**src/servant_macros.svh**
```systemverilog
`ifndef SERVANT_MACROS_SVH
`define SERVANT_MACROS_SVH

// Size of the on-chip RAM in bytes. The RAM is organized as 32-bit words,
// so this must be a power of two and a multiple of four.
`define SERVANT_MEM_DEPTH 8192

// Width of the free-running machine timer and its compare register.
`define SERVANT_TIMER_WIDTH 32

// Data bus memory map, taken from address bits 31:30.
//   00  RAM, aliased over the whole region
//   01  GPIO output register
//   10  Machine timer
//   11  Unmapped, reads return zero
`endif

```
**src/servant_pkg.sv**
```systemverilog
package servant_pkg;

   // Data bus request from the core. All fields stay stable while cyc is high.
   typedef struct packed {
      logic [31:0] adr;
      logic [31:0] dat;
      logic [3:0]  sel;
      logic        we;
      logic        cyc;
   } wb_req_t;

   // Instruction bus request. This bus only ever reads whole words.
   typedef struct packed {
      logic [31:0] adr;
      logic        cyc;
   } wb_ireq_t;

   // Response to either bus. Read data is only valid while ack is high.
   typedef struct packed {
      logic [31:0] rdt;
      logic        ack;
   } wb_rsp_t;

   // Address regions, decoded from data bus address bits 31:30.
   typedef enum logic [1:0] {
      REGION_MEM   = 2'b00,
      REGION_GPIO  = 2'b01,
      REGION_TIMER = 2'b10,
      REGION_NONE  = 2'b11
   } region_t;

endpackage

```
**src/servant_arbiter.sv**
```systemverilog
`timescale 1ns/1ns

module servant_arbiter (
   input  servant_pkg::wb_ireq_t i_ibus,
   output servant_pkg::wb_rsp_t  o_ibus,
   input  servant_pkg::wb_req_t  i_dbus,
   output servant_pkg::wb_rsp_t  o_dbus,
   output servant_pkg::wb_req_t  o_ram,
   input  servant_pkg::wb_rsp_t  i_ram
);

   // The instruction bus always wins. A pending data access simply waits
   // until the instruction master drops cyc after its ack.
   always_comb begin
      o_ram.adr = i_ibus.cyc ? i_ibus.adr : i_dbus.adr;
      o_ram.dat = i_dbus.dat;
      o_ram.sel = i_dbus.sel;
      o_ram.we  = i_dbus.we && !i_ibus.cyc;
      o_ram.cyc = i_ibus.cyc || i_dbus.cyc;
   end

   // Read data goes to both sides, the ack only to the current owner.
   always_comb begin
      o_ibus.rdt = i_ram.rdt;
      o_ibus.ack = i_ram.ack && i_ibus.cyc;
      o_dbus.rdt = i_ram.rdt;
      o_dbus.ack = i_ram.ack && !i_ibus.cyc;
   end

endmodule

```
**config.mk**
```make
export PLATFORM = sky130hd
export DESIGN_NAME = servant_arbiter
export DESIGN_NICKNAME = d
export VERILOG_FILES = /design/src/servant_macros.svh /design/src/servant_pkg.sv /design/src/servant_arbiter.sv
export SDC_FILE = /design/constraint.sdc
export NUM_CORES = 1
export LEC_CHECK = 0
export BUFFER_PORTS_ARGS = -buffer_cell sky130_fd_sc_hd__buf_2
export CAP_MARGIN = 30
export CORE_AREA = 2 2 106 108
export DETAILED_ROUTE_END_ITERATION = 8
export DIE_AREA = 0 0 108 110
export PLACE_DENSITY = 0.56
export REMOVE_ABC_BUFFERS = 1
export SYNTH_ARGS = -nofsm -noshare
export SYNTH_HDL_FRONTEND = slang
export SYNTH_SLANG_ARGS = --single-unit
export TNS_END_PERCENT = 5
```
**constraint.sdc**
```tcl
create_clock -name vclk -period 1.13
set_clock_uncertainty 0.05 [all_clocks]
set_input_delay 0.1695 -clock vclk [all_inputs]
set_output_delay 0.1695 -clock vclk [all_outputs]
set_load 0.1 [all_outputs]
```
# After elaboration in Yosys (flattened, before gate mapping)
# Index checks and enable logic that the tools add are counted.
dict set report word_totals {
  regBits 0
  output_inout_bits 136
  elab_cells 6
}
dict set report classes {
  mux 1
  n_reduce_logical 5
}
# op count
set op_table {}
lappend op_table {{$mux W32} 1}
lappend op_table {{$logic_and A1 B1 Y1} 3}
lappend op_table {{$logic_not A1 Y1} 1}
lappend op_table {{$logic_or A1 B1 Y1} 1}

# Depth between registers and ports, before layout
dict set report depth {
  ltp_word 2
  mapped_depth 3
  depth_no_buf 1
}

# Least setup slack after synthesis
# OpenSTA, ideal clock, no wires.
dict set report synth_timing {
  kind {in2out}
  from {in i_ibus[0] (netlist name)}
  to {out o_dbus[0] (netlist name)}
  arrival_time_ns 1.785
  t_required_ns 0.911
  slack_ns -0.874
  path_stages 3
  path_buffers 2
  path_cell_list {buf_6 > buf_6 > nor2b_1}
}
# element line
set synth_lines {}
lappend synth_lines {{start: declaration} servant_arbiter.sv:4} ;# input servant_pkg::wb_ireq_t i_ibus,
lappend synth_lines {{end: declaration} servant_arbiter.sv:7} ;# output servant_pkg::wb_rsp_t o_dbus,

==> flow_summary.ini <==
[run_status]
status = complete, but fails checks
violations = setup timing

[routing]
routed_wl_um = 12700
vias = 1001
wl_per_cell_um = 44.5
ant_nets = 0
drc = 0
viasPerCell = 3.50
drt_iter0_drc = 43
detail_route.first_pass.iterations = 4

[layout]
fillCellCount = 1179
seq_cell_count = 0
layout_commonest_cell = buf_2
nClkBuffers = 0
diodes = 0
layout.cells.non_filler = 286
layout-drive-gt1-share_pct = 97.9
ff_latch_area_um2 = 0
area_delta_synth_final_pct = 45.9
design_area_um2 = 1890
utilization_pct = 17.7
nets = 284
layout.cells.most_common_list = 67 x buf_2, 36 x buf_12, 32 x mux2_4

[placed_design]
place_ws_ps = -148
dp_hpwl_um = 11800
dp_cells = 282
gp_congestion = 0.919
io_buffer_count = 104
place_area_um2 = 1730

[critical_path]
crit_slowest_cell = mux2_4
critPathTopFamily = buffers and inverters
cp_num_buf_inv = 3
max_stage_delay_ps = 320
crit_required_ps = 910
cp_cell_sequence = buf_16 -> buf_16 -> mux2_4 -> buf_12
cp_common_cell = buf_16
startpoint_type = input port
cp-end-kind = output port
criticalPathCategory = in2out
cp_max_fo = 8
cp.arrival_ps = 960

[logic_synthesis]
yosys.area.top_type_share_pct = 57.9
syn_area_um2 = 1300
ys_types = 8
yosysTopAreaCell = buf_4
synth_warnings = 0
synthCells = 140
synth_area_per_cell_um2 = 9.26
synth_area_leaders = buf_4 58%, mux2_4 30%, mux2_2 5.2%
yosysSeqAreaShare_pct = 0

[die]
core.rowCount = 38
ios = 272
die_x_um = 108
coreArea_um2 = 10700
die_h_um = 110
initial_core_util_pct = 12.1
die_area_um2 = 11900

[power]
p_leak_nw = 0.949
total_power_mw = 1.60
p_int_mw = 0.643
p_sw_share_pct = 59.9
pwr_density_cell_nw_per_um2 = 847
combPwrFrac_pct = 100.0
p_clk_share_pct = 0
pwr-share-seq_pct = 0
vdd_drop_max_mv = 0.295
p_sw_mw = 0.960

[timing]
fin_setup_tns_ps = -1210
hold_ws_ps = 289
setup-violations-final = 32
fmax_ghz = 0.846
report.final.slew_viol_count = 0
relSlewSlack_pct = 81.5
layout_min_cycle_time_ps = 1180
rsz0062_at_grt = true
timing.final.crit_share_pct = 105
worst_pin_slew_ps = 280
setup_ws_ps = -52.7
hold_violations = 0

[clock_tree]
post_cts_buffers = 0
holdBufCountCts = 0

[min_path]
hold_depth = 0
hold_end = o_dbus[10]
hold_path.class = in2out
min_from = i_ram[10]

[grt]
grt_max_degree = 10
grt_pass1_wl_um = 14400
antenna_found_initial = 0
grt-ovfl-total = 0
grt_use_total_pct = 20.3
grt_pass1_vias = 1020

[job]
drv_cap = 0
==> worst max path at each step <==
stage	startpoint	endpoint	slack, ps	cells past startpoint
3_5_place_dp	i_ibus[0]	o_ram[41]	-150	4
2_1_floorplan	i_ibus[0]	o_dbus[0]	-590	1
4_1_cts	i_ibus[0]	o_ram[64]	-70	4
3_3_place_gp	i_ibus[0]	o_ram[67]	-120	4
6_report	i_ibus[0]	o_ram[57]	-50	4
5_1_grt	i_ibus[0]	o_ram[64]	-70	4
==> repair_timing <==
action / CTS / global route
resized for setup: 13 / 5
cloned: 4 / 0
endpoints found under the setup margin: 35 / 32
==> Yosys cell counts <==
cell and n:
buf_6 2, nor2b_1 2, buf_12 2, buf_4 100, mux2_2 6, or2_2 1
mux2_4 26, and2_1 1
==> layer usage <==
layer | share of wire [%] | global-route usage, % | up-vias
li1 | - | - | 364
met4 | 2.0 | 2.93 | 4
met3 | 35 | 31.8 | 8
met2 | 45 | 33.2 | 234
met1 | 17 | 10.6 | 391
met5 | 1.5 | 11.2 | -
==> power groups by stage <==
stage / Combinational [mW] / Clock (mW) / Sequential, mW
after floorplan: 0.891 / 0 / 0
after global placement: 1.53 / 0 / 0
after detailed placement: 1.53 / 0 / 0
after CTS: 1.61 / 0 / 0
after global routing: 1.65 / 0 / 0
final: 1.60 / 0 / 0
==> kinds of logic after synthesis <==
| kind of cell | synth area share [%] |
|---|---|
| buf+inv | 62.7 |
| simple gates | 1.93 |
| mux | 35.3 |
==> cell type report <==
class / count / area, um^2 / area share (%)
timing repair buffer: 110 / 1210 / 63.9
multi-input combinational: 36 / 508 / 26.9
tap: 140 / 175 / 9.26
No activity file was read; power rests on OpenSTA's default activity.
