[src/servant_macros.svh]
`ifndef SERVANT_MACROS_SVH
`define SERVANT_MACROS_SVH

// Size of the on-chip RAM in bytes. The RAM is organized as 32-bit words,
// so this must be a power of two and a multiple of four.
`define SERVANT_MEM_DEPTH 8192

// Width of the free-running machine timer and its compare register.
`define SERVANT_TIMER_WIDTH 32

// Data bus memory map, taken from address bits 31:30.
//   00  RAM, aliased over the whole region
//   01  GPIO output register
//   10  Machine timer
//   11  Unmapped, reads return zero
`endif

[src/servant_pkg.sv]
package servant_pkg;

   // Data bus request from the core. All fields stay stable while cyc is high.
   typedef struct packed {
      logic [31:0] adr;
      logic [31:0] dat;
      logic [3:0]  sel;
      logic        we;
      logic        cyc;
   } wb_req_t;

   // Instruction bus request. This bus only ever reads whole words.
   typedef struct packed {
      logic [31:0] adr;
      logic        cyc;
   } wb_ireq_t;

   // Response to either bus. Read data is only valid while ack is high.
   typedef struct packed {
      logic [31:0] rdt;
      logic        ack;
   } wb_rsp_t;

   // Address regions, decoded from data bus address bits 31:30.
   typedef enum logic [1:0] {
      REGION_MEM   = 2'b00,
      REGION_GPIO  = 2'b01,
      REGION_TIMER = 2'b10,
      REGION_NONE  = 2'b11
   } region_t;

endpackage

[src/servant_mux.sv]
`timescale 1ns/1ns

module servant_mux (
   input  logic                 i_wb_clk,
   input  logic                 i_rst,
   input  servant_pkg::wb_req_t i_dbus,
   output servant_pkg::wb_rsp_t o_dbus,
   output servant_pkg::wb_req_t o_mem,
   input  servant_pkg::wb_rsp_t i_mem,
   output servant_pkg::wb_req_t o_io,
   output logic                 o_gpio_sel,
   output logic                 o_timer_sel,
   input  logic [31:0]          i_io_rdt
);

   import servant_pkg::*;

   region_t region;
   logic    io_cyc;
   logic    io_ack;

   assign region = region_t'(i_dbus.adr[31:30]);

   // Everything outside the RAM region is answered by this module itself.
   assign io_cyc = i_dbus.cyc && (region != REGION_MEM);

   assign o_gpio_sel  = (region == REGION_GPIO);
   assign o_timer_sel = (region == REGION_TIMER);

   // The memory side sees the request unchanged, except that cyc is only
   // passed on for the RAM region. Latency there is set by the arbiter.
   always_comb begin
      o_mem     = i_dbus;
      o_mem.cyc = i_dbus.cyc && (region == REGION_MEM);
   end

   // The I/O block only sees cyc in the first cycle of an access, so a write
   // takes effect once, on the same edge that raises the ack.
   always_comb begin
      o_io     = i_dbus;
      o_io.cyc = io_cyc && !io_ack && (region != REGION_NONE);
   end

   // One registered ack per access. The master still holds cyc in the ack
   // cycle, and the ack is cleared there instead of being raised again.
   always_ff @(posedge i_wb_clk) begin
      if (i_rst) begin
         io_ack <= 1'b0;
      end else begin
         io_ack <= io_cyc && !io_ack;
      end
   end

   always_comb begin
      o_dbus.ack = i_mem.ack || io_ack;
      case (region)
         REGION_MEM: begin
            o_dbus.rdt = i_mem.rdt;
         end
         REGION_GPIO, REGION_TIMER: begin
            o_dbus.rdt = i_io_rdt;
         end
         default: begin
            // Unmapped reads return zero.
            o_dbus.rdt = 32'd0;
         end
      endcase
   end

endmodule

[config.mk]
export PLATFORM = sky130hd
export DESIGN_NAME = servant_mux
export DESIGN_NICKNAME = d
export VERILOG_FILES = /design/src/servant_macros.svh /design/src/servant_pkg.sv /design/src/servant_mux.sv
export SDC_FILE = /design/constraint.sdc
export NUM_CORES = 1
export LEC_CHECK = 0
export ABC_AREA = 1
export BUFFER_PORTS_ARGS = -buffer_cell sky130_fd_sc_hd__clkbuf_2
export CAP_MARGIN = 20
export CORE_AREA = 2 2 120 122
export CTS_CLUSTER_SIZE = 40
export DETAILED_ROUTE_END_ITERATION = 16
export DIE_AREA = 0 0 122 124
export PLACE_DENSITY = 0.47
export SETUP_SLACK_MARGIN = 0.02
export SYNTH_ARGS = -nofsm -noshare
export SYNTH_HDL_FRONTEND = slang
export SYNTH_SLANG_ARGS = --single-unit
[constraint.sdc]
create_clock -name i_wb_clk -period 1.03 [get_ports i_wb_clk]
set_clock_uncertainty 0.05 [all_clocks]
set_input_delay 0.103 -clock i_wb_clk [delete_from_list [all_inputs] [get_ports i_wb_clk]]
set_output_delay 0.103 -clock i_wb_clk [all_outputs]
set_load 0.005 [all_outputs]
* After elaboration in Yosys (flattened, before gate mapping)
Cells that the tools add are included.
Word-level totals: register bits 1, output and inout port bits 175
Cells by class: equality and inequality tests 3, muxes and demuxes 1, reductions and logical operators 9
Operator list (number):
- $pmux 32 s2 | 1
- $logic_and 1x1->1 | 4
- $eq 2x1->1 const B | 1
- $eq 2x2->1 const B | 1
- $logic_not 2->1 | 1
- $ne 2x2->1 const B | 1
- $reduce_bool 2->1 | 1
- $reduce_or 2->1 | 1
- $logic_not 1->1 | 1
- $logic_or 1x1->1 | 1

* Longest topological paths before layout
depth after elaboration 4, depth in mapped cells 6, gate-level depth less buffers 5

* Worst setup path before layout
OpenSTA, ideal clock, no wires.
path kind input to output, start point input i_dbus[68] (netlist bit), end point output o_dbus[10] (netlist bit), arrival time 827 ps, required time 877 ps, setup slack 50 ps, stages on the path 5, cells stage by stage inv_1 ha_1 buf_6 nand2_1 a21oi_2
RTL lines:
- from (decl) | RTL line servant_mux.sv:6 | input servant_pkg::wb_req_t i_dbus,
- to (decl) | RTL line servant_mux.sv:7 | output servant_pkg::wb_rsp_t o_dbus,

==> impl_metrics.json <==
{
  "synth-edff-count": 0,
  "ys_seq_area_share_pct": 1.13,
  "critPathCaptureType": "output port",
  "drt_drc_violations_left": 0,
  "multi_input_comb_area_sq_um": 806,
  "floorplan.die.height_um": 124,
  "syn-num-nets": 402,
  "synth_area_leaders": "sky130_fd_sc_hd__buf_4, sky130_fd_sc_hd__a21oi_2, sky130_fd_sc_hd__nand2_1",
  "finalWorstPathRequiredPeriod_ns": 1.21,
  "vias": 1315,
  "synth_top_area_share_pct": 60.2,
  "leakagePower_uw": 0.000915,
  "stdcell_area_sq_um": 1850,
  "postSynth.asyncResetShare_pct": 0,
  "worstHoldPathType": "in2out",
  "crit_path_start": "i_dbus[69]",
  "routed_via_density": 3.17,
  "worst_slew_pin_slew_ns": 0.145,
  "grt_pass1_wl_mm": 7.21,
  "final_min_period_over_clock_period_pct": 117,
  "worstSetupStartpointType": "input pin",
  "number_of_core_rows": 43,
  "top_regs": "io_ack: 1 flops",
  "mean_cell_area_of_the_mapped_netlist_sq_um": 6.81,
  "critPathArrivalTime_ns": 1.06,
  "yosysTopAreaCell": "sky130_fd_sc_hd__buf_4",
  "dp_hpwl_mm": 4.33,
  "floorplan.die.width_um": 122,
  "insertion_delay_ns": 0,
  "min_from": "i_dbus[25]",
  "netlist_top_cells_count": "sky130_fd_sc_hd__buf_4, sky130_fd_sc_hd__nand2_1, sky130_fd_sc_hd__a21oi_2",
  "io_buffers": 110,
  "final_weighted_congestion_in_routability_driven_placement": 0.615,
  "synthMostInstantiatedCell": "sky130_fd_sc_hd__buf_4",
  "largest_reg_flops": 1,
  "crit_required_ns": 0.88,
  "maxCapViolations": 0,
  "layout.filler_cells": 1630,
  "final.setup.worst_slack_ns": -0.178,
  "coreArea_sq_um": 13700,
  "layout.nets": 379,
  "route.final.wire_length_mm": 5.36,
  "slew-limit-headroom_pct": 90.3,
  "seq_area_sq_um": 20.0,
  "first_global_vias": 1294,
  "hold_viol": 0,
  "rsz_0062_raised_after_global_routing": "yes",
  "synth_warnings": 0,
  "insertedDiodeCount": 0,
  "pwr_density_cell_nw_per_um2": 491,
  "avgRoutedWirePerCell_um": 12.9,
  "yosys.cell_types.count": 11,
  "crit-reg2reg-launch": "io_ack",
  "ctsHoldBuffers": 0,
  "place_worst_setup_slack_ns": -0.314,
  "dieArea_sq_um": 15100,
  "io_pins": 312,
  "initial_core_util_pct": 12.9,
  "drt_first_pass_iters": 3,
  "syn-instance-count": 260,
  "global_route.overflow_total": 0,
  "regMostFlops": "io_ack",
  "path_class": "in2out",
  "drtAntennaViolNets": 0,
  "timing.critical_path.fanout_max": 8,
  "count_of_final_max_slew_check_failures": 0,
  "max-vdd-ir-drop_mv": 0.291,
  "drive_above_1_share_pct": 81.7,
  "status": "finished with violations",
  "design_power_total_uw": 909,
  "number_of_setup_violations_in_the_final_report": 32,
  "dpl_cell_area_sq_um": 1570,
  "maxClockFrequency_mhz": 828,
  "number_of_antenna_violations_at_the_first_check_in_global_routing": 0,
  "synth.cell_area_sq_um": 1770,
  "area_delta_synth_final_pct": 4.66,
  "drt_first_iter_violations": 10,
  "synthFlopType": "sky130_fd_sc_hd__dfxtp_1",
  "global_route.usage.total_pct": 6.20,
  "grt_max_degree": 19,
  "failing_checks": "setup timing",
  "synth_seq_cells": 1
}
==> where the power goes <==
| part | total (uW) | leakage [uW] | internal [uW] | switching, uW |
|---|---|---|---|---|
| Sequential | 42.5 | 0.00000825 | 41.7 | 0.741 |
| Combinational | 867 | 0.000907 | 448 | 419 |
| Clock | 0 | 0 | 0 | 0 |
==> layout make-up <==
class                      count  area share, %
multi-input combinational    106           43.5
sequential                     1           1.08
tap                          180           12.2
inverter                       5           1.55
timing repair buffer         123           41.7
==> worst paths after layout <==
check,to,slack [ns],cells past startpoint
setup / recovery,o_dbus[21],-0.18,7
hold / removal,o_mem[25],0.16,0
setup reg to reg,io_ack,0.28,4
hold reg to reg,io_ack,0.55,4
==> per-layer routing <==
metal  track usage (%)  part of all wire, %  up-vias
li1                  -                    -      614
met1              6.39                   34      530
met2              10.1                   45       94
met3              1.33                   11       77
met4              6.54                   11        0
met5                 0                    0        -
==> cells in the final DEF, fill, tap and decap left out <==
cell / instances
sky130_fd_sc_hd__clkbuf_2: 81
sky130_fd_sc_hd__nand2_1: 37
sky130_fd_sc_hd__a21oi_2: 29
sky130_fd_sc_hd__buf_2: 27
sky130_fd_sc_hd__nand2_4: 15
sky130_fd_sc_hd__nand2_2: 13
sky130_fd_sc_hd__buf_12: 7
sky130_fd_sc_hd__buf_4: 5
sky130_fd_sc_hd__a21oi_4: 3
sky130_fd_sc_hd__ha_1: 3
sky130_fd_sc_hd__inv_4: 2
sky130_fd_sc_hd__inv_1: 2
sky130_fd_sc_hd__nor2_2: 2
sky130_fd_sc_hd__buf_8: 2
sky130_fd_sc_hd__clkinv_4: 1
sky130_fd_sc_hd__nand3_4: 1
sky130_fd_sc_hd__or2_2: 1
sky130_fd_sc_hd__ha_4: 1
sky130_fd_sc_hd__ha_2: 1
sky130_fd_sc_hd__clkbuf_16: 1
sky130_fd_sc_hd__dfxtp_1: 1
==> kinds of logic (layout without fill, tap and decap cells) <==
| logic type | count (synthesis) | in the layout | synth area share [%] |
|---|---|---|---|
| buffers and inverters | 153 | 128 | 65.1 |
| adder cells (fa/ha/maj) | 5 | 5 | 3.53 |
| AND/OR/NAND/NOR | 69 | 69 | 14.8 |
| flip-flops | 1 | 1 | 1.13 |
| AO/OA/AOI/OAI | 32 | 32 | 15.4 |
==> worst max-delay path: stages <==
cell and delay (ns):
sky130_fd_sc_hd__buf_8 0.08, sky130_fd_sc_hd__inv_4 0.03, sky130_fd_sc_hd__ha_4 0.34, sky130_fd_sc_hd__buf_12 0.16
sky130_fd_sc_hd__nand2_4 0.05, sky130_fd_sc_hd__a21oi_2 0.15, sky130_fd_sc_hd__buf_2 0.13
==> stage by stage <==
step / TNS [ns] / instances / util, % / hold slack, ns
global placement: -8.02 / 413 / 11.5 / 0.156
finish: -4.37 / 415 / 13.5 / 0.156
global route: -6.28 / 415 / 13.5 / 0.156
detailed placement: -7.71 / 413 / 11.5 / 0.156
floorplan: 0 / 260 / - / 0.125
CTS: -5.32 / 415 / 12.3 / 0.156
==> repair_timing <==
action | in CTS | in global routing
setup endpoints to repair | 35 | 34
cloned | 1 | 1
resized for setup | 19 | 73
pin swaps | 5 | 19
setup buffers | 1 | 0
No activity file was read; power rests on OpenSTA's default activity.
