File: src/servant_macros.svh
`ifndef SERVANT_MACROS_SVH
`define SERVANT_MACROS_SVH

// Size of the on-chip RAM in bytes. The RAM is organized as 32-bit words,
// so this must be a power of two and a multiple of four.
`define SERVANT_MEM_DEPTH 8192

// Width of the free-running machine timer and its compare register.
`define SERVANT_TIMER_WIDTH 32

// Data bus memory map, taken from address bits 31:30.
//   00  RAM, aliased over the whole region
//   01  GPIO output register
//   10  Machine timer
//   11  Unmapped, reads return zero
`endif

File: src/servant_pkg.sv
package servant_pkg;

   // Data bus request from the core. All fields stay stable while cyc is high.
   typedef struct packed {
      logic [31:0] adr;
      logic [31:0] dat;
      logic [3:0]  sel;
      logic        we;
      logic        cyc;
   } wb_req_t;

   // Instruction bus request. This bus only ever reads whole words.
   typedef struct packed {
      logic [31:0] adr;
      logic        cyc;
   } wb_ireq_t;

   // Response to either bus. Read data is only valid while ack is high.
   typedef struct packed {
      logic [31:0] rdt;
      logic        ack;
   } wb_rsp_t;

   // Address regions, decoded from data bus address bits 31:30.
   typedef enum logic [1:0] {
      REGION_MEM   = 2'b00,
      REGION_GPIO  = 2'b01,
      REGION_TIMER = 2'b10,
      REGION_NONE  = 2'b11
   } region_t;

endpackage

File: src/servant_io.sv
`timescale 1ns/1ns
`include "servant_macros.svh"

module servant_io #(
   parameter int width = `SERVANT_TIMER_WIDTH
) (
   input  logic                 i_wb_clk,
   input  logic                 i_rst,
   input  servant_pkg::wb_req_t i_req,
   input  logic                 i_gpio_sel,
   input  logic                 i_timer_sel,
   output logic [31:0]          o_rdt,
   output logic                 o_q,
   output logic                 o_irq
);

   logic             q;
   logic [width-1:0] mtime;
   logic [width-1:0] mtimecmp;
   logic             wr;

   // The mux only presents cyc for one cycle per access.
   assign wr = i_req.cyc && i_req.we;

   // GPIO output bit. Byte selects are ignored, only data bit 0 matters.
   always_ff @(posedge i_wb_clk) begin
      if (i_rst) begin
         q <= 1'b0;
      end else if (wr && i_gpio_sel) begin
         q <= i_req.dat[0];
      end
   end

   // Free-running counter, counting every clock from zero.
   always_ff @(posedge i_wb_clk) begin
      if (i_rst) begin
         mtime <= '0;
      end else begin
         mtime <= mtime + 1'b1;
      end
   end

   // Compare starts at its maximum so that no interrupt fires after reset.
   always_ff @(posedge i_wb_clk) begin
      if (i_rst) begin
         mtimecmp <= '1;
      end else if (wr && i_timer_sel) begin
         mtimecmp <= width'(i_req.dat);
      end
   end

   always_comb begin
      if (i_gpio_sel) begin
         o_rdt = {31'd0, q};
      end else if (i_timer_sel) begin
         o_rdt = 32'(mtime);
      end else begin
         o_rdt = 32'd0;
      end
   end

   assign o_q = q;

   // Level interrupt, held until software moves the compare value ahead.
   assign o_irq = (mtime >= mtimecmp);

endmodule

File: config.mk
export PLATFORM = sky130hd
export DESIGN_NAME = servant_io
export DESIGN_NICKNAME = d
export VERILOG_FILES = /design/src/servant_pkg.sv /design/src/servant_io.sv
export VERILOG_INCLUDE_DIRS = /design/src
export SDC_FILE = /design/constraint.sdc
export NUM_CORES = 1
export LEC_CHECK = 0
export BUFFER_PORTS_ARGS = -buffer_cell sky130_fd_sc_hd__buf_4
export CORE_ASPECT_RATIO = 1.1
export CORE_MARGIN = 2
export CORE_UTILIZATION = 31
export DETAILED_ROUTE_END_ITERATION = 8
export SYNTH_ARGS = -nofsm -noshare
export SYNTH_HDL_FRONTEND = slang
export SYNTH_SLANG_ARGS = --single-unit
File: constraint.sdc
create_clock -name i_wb_clk -period 2.2 [get_ports i_wb_clk]
set_input_delay 0.11 -clock i_wb_clk [delete_from_list [all_inputs] [get_ports i_wb_clk]]
set_output_delay 0.11 -clock i_wb_clk [all_outputs]
set_load 0.005 [all_outputs]
* After elaboration in Yosys (flattened, before gate mapping)
Cells that the tools add are included.
** Operators by class
- Add/sub/neg operators :: 1
- Magnitude comparators :: 1
- Muxes and demuxes :: 2
- Reductions and logical operators :: 3
** Operators with widths (count)
- $mux 32 :: 2
- $add 32x1->32 const B :: 1
- $ge 32x32->1 :: 1
- $logic_and 1x1->1 :: 3
** Storage, ports and cells
- Flip-flop bits (word level) :: 65
- Input port bits :: 74
- Output and inout bits :: 34

* Longest topological paths before layout
Gate-level depths: netlist of the first run.
- Word-level depth :: 2
- Depth in mapped cells :: 7
- Depth with buffers taken out :: 7

* Worst setup path after synthesis of the first run
OpenSTA, ideal clock, no wires.
- Kind :: reg2reg
- Start point :: register mtime[0]
- End point :: register mtime[26]
- Library setup time :: 0.115 ns
- Arrival time :: 1.794 ns
- Data required time :: 2.085 ns
- Path slack :: 0.291 ns
- Cell stages (with the launch flop) :: 7
- Buffers on the path :: 0
- Clock period less this slack :: 1.909 ns
- Cell sequence :: dfxtp_1 -> ha_1 -> nand2_1 -> or4_4 -> nor4_1 -> xnor2_1 -> nor2_1
** Between the ends
- Longest elaborated chain between the ends :: 1
** Ends and longest elaborated chain
- start, declared :: RTL line servant_io.sv:18 : logic [width-1:0] mtime;
- start signal, assigned :: RTL line servant_io.sv:39 : mtime <= mtime + 1'b1;
- $add 32x1->32 :: RTL line servant_io.sv:39
Every way passes these cells.
A chain may end at the register's enable or synchronous reset.

* Worst setup path in the final report of the first run
- Start point :: register mtimecmp[17]
- End point :: output o_irq
** Between the ends
- Longest elaborated chain between the ends :: 1
** Ends and longest elaborated chain
- start, declared :: RTL line servant_io.sv:19 : logic [width-1:0] mtimecmp;
- start signal, assigned :: RTL line servant_io.sv:48 : mtimecmp <= width'(i_req.dat);
- $ge 32x32->1 :: RTL line servant_io.sv:65 : assign o_irq = (mtime >= mtimecmp);
- end, declared :: RTL line servant_io.sv:14 : output logic o_irq
Every way passes these cells.

==> metrics.yaml, run 1 <==
routing:
  antenna_left: 0
  vias: 3364
  first_iter_violations: 123
  dr.pass1.iters: 5
  wl_per_cell_um: 13.3
  drc_errors: 0
  viasPerCell: 4.85
  routed_wl_mm: 9.26
die:
  die_y_um: 117
  initial_core_util_pct: 31.5
  num_rows: 41
  io_pins: 108
  core-area_sq_um: 11300
  dieWidth_um: 106
  dieArea_sq_um: 12400
critical_path:
  cp_max_fo: 2
  worstSetupPathType: "reg2out"
  worstRegToRegCells: 7
  end_kind: "primary output"
  r2r_end: "mtime[30]$_SDFF_PP0_"
  reg2reg_from: "mtime[0]$_SDFF_PP0_"
  slowest_delay_ns: 0.37
  slowest_stage: "a221o_1"
  worstSetupStartpointType: "flop"
  cp_cell_sequence: "inv_1, ha_4, a21oi_1, o21ai_1, a221o_1, a2111oi_4, o21ai_2, buf_4"
  required_ns: 2.09
  r2r_setup_slack_ns: 0.21
  worst-path-buf-inv: 2
  critPathTopFamily: "compound AO/OA/AOI/OAI gates"
  critPathArrivalTime_ns: 2.10
global_route:
  grt_first_pass_wirelength_mm: 15.2
  track_usage_pct: 15.4
  grt_pass1_vias: 3321
  overflow: 0
  antenna_found_initial: 0
  grt_max_degree: 70
synthesis:
  syn_avg_cell_area_sq_um: 8.46
  syn-num-nets: 529
  synth_cell_types: 41
  ys_seq_elements: 65
  synth_cells: 422
  yosysWarnings: 0
  seq_area_frac_synth_pct: 36.4
  mappedNetlistArea_sq_um: 3570
final_layout:
  drive_gt1_share_pct: 26.7
  syn_to_final_growth_pct: 43.4
  n_antenna_cell: 0
  stdcell_area_sq_um: 5120
  layout.nets: 647
  layout.cells.non_filler: 694
timing:
  rsz0062_at_grt: "true"
  min_period_ns: 2.21
  layout_setup_ws_ns: -0.0108
  hold_slack_ns: 0.0286
  fin_skew_ns: 0.00637
  relSlewSlack_pct: 35.8
  hold_viol: 0
  fin_crit_sh_pct: 100
  worst_pin_slew_ns: 0.963
  slew_viol_final: 0
  setup_viol: 1
  max_clock_freq_mhz: 452
placement:
  dp_hpwl_mm: 6.53
  place_inst: 647
  io_buffers: 71
  place.gp.congestion: 0.838
  place_area_sq_um: 4390
job:
  cap_violations: 0
power_and_ir_drop:
  power_mw: 2.82
  ir_worst_vdd_mv: 0.396
  power.switching_uw: 667
  switching_share_pct: 23.6
  power_density_nw_per_um2: 551
  internal_power_mw: 2.15
  p_comb_share_pct: 10.3
  seq_power_share_pct: 43.5
  leakage_nw: 2.47
  clockPowerShare_pct: 46.2
clock_network:
  clk_latency_ns: 0.33
  cts_tree: "done"
  numCtsBuffers: 9
  cts_sinks: 65
  path_clk_slew_ns: 0.06
  cts_buffer_depth: 2
  htreeDepth: 3
  clockRootBuffer: "clkbuf_16"
min_path:
  holdPathEnd: "mtimecmp[0]$_SDFFE_PP1P_"
  holdPathStages: 3
  min_from: "i_req[6]"
  hp-class: "in2reg"
run_status:
  violations: "negative setup slack"
  status: "finished with violations"
-- per-stage QoR --
step | util (%) | TNS [ns] | setup slack (ns)
finish | 45.2 | -0.0108 | -0.0108
global route | 45.2 | -0.0935 | -0.0935
floorplan | - | 0 | 0.291
CTS | 44.6 | -0.0554 | -0.0554
global placement | 38.7 | 0 | 0.120
detailed placement | 38.7 | 0 | 0.00518
-- flip-flops by register name (all words and copies together) (netlist names) --
name      flops
mtimecmp     32
mtime        32
o_q           1
-- routing by layer --
| layer | wire length, um | vias up | track usage (%) |
|---|---|---|---|
| met3 | 361 | 15 | 2.57 |
| met2 | 4560 | 80 | 27.5 |
| met1 | 4160 | 1569 | 18.6 |
| li1 | - | 1700 | - |
| met4 | 171 | 0 | 6.14 |
| met5 | 0 | - | 0 |
-- area by class of cell --
type | count | area, sq um
clock buffers | 10 | 239
clock inverters | 5 | 32.5
fillers | 1097 | 6220
inverters | 34 | 128
multi-input cells | 304 | 2200
flip-flops and latches | 65 | 1310
well taps | 150 | 188
repair buffers | 126 | 1020
-- synth_stat cells, drive strengths merged --
master	instances	area, sq um
nor2b	4	25.0
xnor2	8	70.1
ha	33	413
and4	5	45.0
nor2	61	229
o32ai	1	8.76
o21ai	12	60.1
or2	3	18.8
a2111oi	2	17.5
a21oi	13	65.1
and3	4	26.3
buf	6	31.3
clkbuf	13	48.8
a31oi	1	6.26
a211o	31	272
a211oi	1	7.51
o211ai	1	7.51
or3	3	18.8
nor3	2	10.0
and2	32	201
nand2	18	67.6
or4	2	18.8
mux2i	1	10.0
nor4	5	46.3
a221o	1	10.0
nand3	22	110
nand4	14	100
inv	34	128
xor2	15	131
dfxtp	65	1300
nand3b	3	22.5
a21o	5	37.5
nand2b	1	6.26
-- cell families (layout without fill, tap and decap cells) --
logic type | Yosys count | count (layout) | share of synthesized area (%)
simple gates | 179 | 179 | 26.5
xor+xnor | 23 | 23 | 5.64
fa+ha+maj | 33 | 33 | 11.6
compound gates | 68 | 68 | 13.8
buf+inv | 53 | 175 | 5.82
mux | 1 | 1 | 0.280
flops | 65 | 65 | 36.4
-- how the worst max path moves through the flow --
| stage | start | endpoint | slack (ns) | depth (start not counted) |
|---|---|---|---|---|
| 6_report | mtimecmp[17]$_SDFFE_PP1P_ | o_irq | -0.01 | 8 |
| 5_1_grt | mtimecmp[2]$_SDFFE_PP1P_ | o_irq | -0.09 | 9 |
| 4_1_cts | mtimecmp[20]$_SDFFE_PP1P_ | o_irq | -0.06 | 7 |
| 3_5_place_dp | mtime[19]$_SDFF_PP0_ | o_irq | 0.005 | 7 |
| 3_3_place_gp | mtimecmp[2]$_SDFFE_PP1P_ | o_irq | 0.12 | 9 |
| 2_1_floorplan | mtime[0]$_SDFF_PP0_ | mtime[26]$_SDFF_PP0_ | 0.29 | 6 |
-- power groups by stage --
| stage | logic (mW) | clock network, mW | registers (mW) |
|---|---|---|---|
| 3_5_place_dp | 0.228 | 0 | 1.25 |
| 6_report | 0.291 | 1.30 | 1.23 |
| 2_1_floorplan | 0.130 | 0 | 1.25 |
| 4_1_cts | 0.278 | 1.34 | 1.23 |
| 3_3_place_gp | 0.220 | 0 | 1.25 |
| 5_1_grt | 0.325 | 1.38 | 1.23 |
-- worst register-to-register path, cell delays in order, from the launching register on --
cell	delay, ns
dfxtp_2	0.33
buf_4	0.15
ha_1	0.18
nand2_1	0.07
or4_4	0.54
nor4_1	0.36
xnor2_1	0.17
nor2_1	0.05
-- timing repair --
item	in CTS	in global routing
pin swaps	8	6
hold endpoints to repair	31	0
gates resized for setup	18	13
setup buffers	1	0
hold buffers	31	0
endpoints found under the setup margin	1	1
-- layout by cell type (no fill, tap or decap), drive strengths merged --
cell,synthesis,final
xor2,15,15
nor2b,4,4
and2,32,32
buf,6,95
a211o,31,31
xnor2,8,8
nor2,61,61
or4,2,2
nand2,18,18
nand2b,1,1
dfxtp,65,65
clkinv,0,2
ha,33,33
a221o,1,1
o21ai,12,12
or2,3,3
and4,5,5
nand3b,3,3
a211oi,1,1
a2111oi,2,2
nand4,14,14
and3,4,4
dlygate4sd3,0,31
nor4,5,5
nor3,2,2
o211ai,1,1
or3,3,3
nand3,22,22
clkbuf,13,10
a21oi,13,13
mux2i,1,1
o32ai,1,1
clkinvlp,0,3
inv,34,34
a21o,5,5
a31oi,1,1
No activity file was read; power rests on OpenSTA's default activity.
==> inputs of run 2 (changes only) <==
==> constraint.sdc (replaced) <==
create_clock -name i_wb_clk -period 2.8 [get_ports i_wb_clk]
set_input_delay 0.14 -clock i_wb_clk [delete_from_list [all_inputs] [get_ports i_wb_clk]]
set_output_delay 0.14 -clock i_wb_clk [all_outputs]
set_load 0.05 [all_outputs]
==> run 2 against run 1 <==
  * The run now ends clean
  * Die area did not move
  * Largest power group unchanged
  * Count of clock-buffer cells in the layout rose by 1
  * Critical endpoint unchanged
  * First-iteration DRC count fell by 27%
==> metrics.yaml, run 2 (synthesis gave the netlist of run 1 again) <==
routing:
  drc_errors: 0  # unchanged
  dr.pass1.iters: 4  # was 5
  vias: 3122  # was 3,364
  antenna_left: 0  # unchanged
  first_iter_violations: 90  # was 123
  wl_per_cell_um: 13.4  # was 13.3 um
  viasPerCell: 4.80  # was 4.85
  routed_wl_mm: 8.74  # was 9.26 mm
timing:
  relSlewSlack_pct: 52.7  # was 35.8%
  worst_pin_slew_ns: 0.710  # was 0.963 ns
  setup_tns_ns: 0  # was -0.0108 ns
  fin_skew_ns: 0.00872  # was 0.00637 ns
  min_period_ns: 2.55
  setup_viol: 0  # was 1
  fin_crit_sh_pct: 90.9
  rsz0062_at_grt: "false"  # was true
  hold_slack_ns: 0.0102  # was 0.0286 ns
  hold_viol: 0  # unchanged
  layout_setup_ws_ns: 0.255  # was -0.0108 ns
  max_clock_freq_mhz: 393
  slew_viol_final: 0  # unchanged
power_and_ir_drop:
  p_comb_share_pct: 8.3  # was 10.3%
  seq_power_share_pct: 44.3  # was 43.5%
  power.switching_uw: 517  # was 667 uW
  clockPowerShare_pct: 47.4  # was 46.2%
  power_mw: 2.18  # was 2.82 mW
  internal_power_mw: 1.66  # was 2.15 mW
  ir_worst_vdd_mv: 0.232  # was 0.396 mV
  leakage_nw: 2.27  # was 2.47 nW
  switching_share_pct: 23.8  # was 23.6%
  power_density_nw_per_um2: 476  # was 551 nW/um^2
final_layout:
  post-route-util_pct: 40.3  # was 45.2%
  layout.nets: 602  # was 647
  multi_input_area_sq_um: 2070  # was 2200 sq um
  mostFrequentLayoutCells: "80 x buf_4, 65 x dfxtp_1, 61 x nor2_1, 34 x inv_1, 33 x ha_1"  # was 95 x buf_4, 61 x nor2_1, 56 x dfxtp_1, 32 x inv_1
  stdcell_area_sq_um: 4570  # was 5120 sq um
  drive_gt1_share_pct: 21.4  # was 26.7%
  layout.cells.non_filler: 650  # was 694
  layout_commonest_cell: "buf_4"  # unchanged
  nFillCells: 1160  # was 1,097
  syn_to_final_growth_pct: 28.0  # was 43.4%
  register_area_sq_um: 1300  # was 1310 sq um
  n_antenna_cell: 0  # unchanged
clock_network:
  htreeDepth: 3  # unchanged
  postCtsSetupBuffers: 0  # was 1
  cts_buffer_depth: 2  # unchanged
  cts_tree: "done"  # unchanged
  clk_latency_ns: 0.33  # about the same
  numCtsBuffers: 9  # unchanged
  cts_sinks: 65  # unchanged
  clockRootBuffer: "clkbuf_16"  # unchanged
  path_clk_slew_ns: 0.06  # about the same
critical_path:
  reg2reg_from: "mtime[1]$_SDFF_PP0_"  # was mtime[0]$_SDFF_PP0_
  critPathArrivalTime_ns: 2.41  # was 2.10 ns
  end_kind: "primary output"  # unchanged
  r2r_setup_slack_ns: 0.56  # was 0.21 ns
  worstSetupPathType: "reg2out"  # unchanged
  r2r_end: "mtime[30]$_SDFF_PP0_"  # unchanged
  required_ns: 2.66  # was 2.09 ns
  worstSetupStartpointType: "flop"  # unchanged
  cp_max_fo: 8  # was 2
  worstRegToRegCells: 6  # was 7
min_path:
  holdPathStages: 2  # was 3
  hp-class: "in2reg"  # unchanged
  holdPathEnd: "mtimecmp[24]$_SDFFE_PP1P_"  # was mtimecmp[0]$_SDFFE_PP1P_
  min_from: "i_req[30]"  # was i_req[6]
global_route:
  antenna_found_initial: 0  # unchanged
  overflow: 0  # unchanged
  grt_first_pass_wirelength_mm: 14.0  # was 15.2 mm
  track_usage_pct: 14.3  # was 15.4%
  grt_max_degree: 70  # unchanged
  grt_pass1_vias: 2988  # was 3,321
die:
  io_pins: 108  # unchanged
  initial_core_util_pct: 31.5  # unchanged
  num_rows: 41  # unchanged
  dieArea_sq_um: 12400  # unchanged
  die_y_um: 117  # unchanged
  dieWidth_um: 106  # unchanged
  core-area_sq_um: 11300  # unchanged
placement:
  place_inst: 633  # was 647
  dp_hpwl_mm: 6.42  # was 6.53 mm
  pre_cts_ws_ns: 0.412  # was 0.00518 ns
  place.gp.congestion: 0.828  # was 0.838
  place_area_sq_um: 4280  # was 4390 sq um
  io_buffers: 71  # unchanged
run_status:
  status: "complete, no violations"  # was finished with violations
job:
  cap_violations: 0  # unchanged
==> run 2: cell types whose count changed in the layout (fill, tap and decap cells not counted), sizes merged <==
| cell | change |
|---|---|
| buf | -15 |
| clkbuf | +1 |
| clkinv | +2 |
| clkinvlp | -2 |
| dlygate4sd3 | -30 |
==> run 2: worst max-delay path by stage <==
| stage | slack [ns] | to | depth (start not counted) | startpoint |
|---|---|---|---|---|
| 2_1_floorplan | 0.42 | o_irq | 5 | mtime[14]$_SDFF_PP0_ |
| 3_3_place_gp | 0.55 | o_irq | 8 | mtime[6]$_SDFF_PP0_ |
| 3_5_place_dp | 0.41 | o_irq | 8 | mtime[6]$_SDFF_PP0_ |
| 4_1_cts | 0.05 | o_irq | 8 | mtime[6]$_SDFF_PP0_ |
| 5_1_grt | 0.004 | o_irq | 7 | mtime[17]$_SDFF_PP0_ |
| 6_report | 0.25 | o_irq | 8 | mtime[6]$_SDFF_PP0_ |
==> run 2: layout make-up <==
| cell class | instances | area share [%] |
|---|---|---|
| clock buffers | 11 | 5.31 |
| multi-input cells | 304 | 45.3 |
| well taps | 150 | 4.11 |
| flip-flops and latches | 65 | 28.5 |
| clock inverters | 5 | 0.684 |
| repair buffers | 81 | 13.4 |
| inverters | 34 | 2.79 |
==> run 2: worst max-delay path, cell delays in order, from the launching register on <==
cell and delay, ns:
dfxtp_1 0.50, ha_1 0.31, a21o_1 0.18, a21oi_1 0.15, o32ai_1 0.10, a2111oi_2 0.35
buf_4 0.18, o21ai_0 0.10, buf_4 0.22
==> run 2: repair_timing <==
item	CTS	global route
hold buffers	0	1
endpoints found under the hold margin	0	1
setup endpoints to repair	0	1
resized for setup	0	3
==> run 2: per-layer routing <==
metal  global-route usage (%)  part of all wire, %
met1                     17.2                   46
met2                     24.1                   47
met3                     4.19                  5.3
met4                     5.35                  1.8
met5                        0                    0
==> run 2: power groups by stage <==
stage          Sequential [mW]  Clock (mW)  Combinational, mW
2_1_floorplan            0.985           0              0.108
3_3_place_gp             0.983           0              0.176
3_5_place_dp             0.984           0              0.183
4_1_cts                  0.964        1.06              0.183
5_1_grt                  0.966        1.11              0.205
6_report                 0.964        1.03              0.181
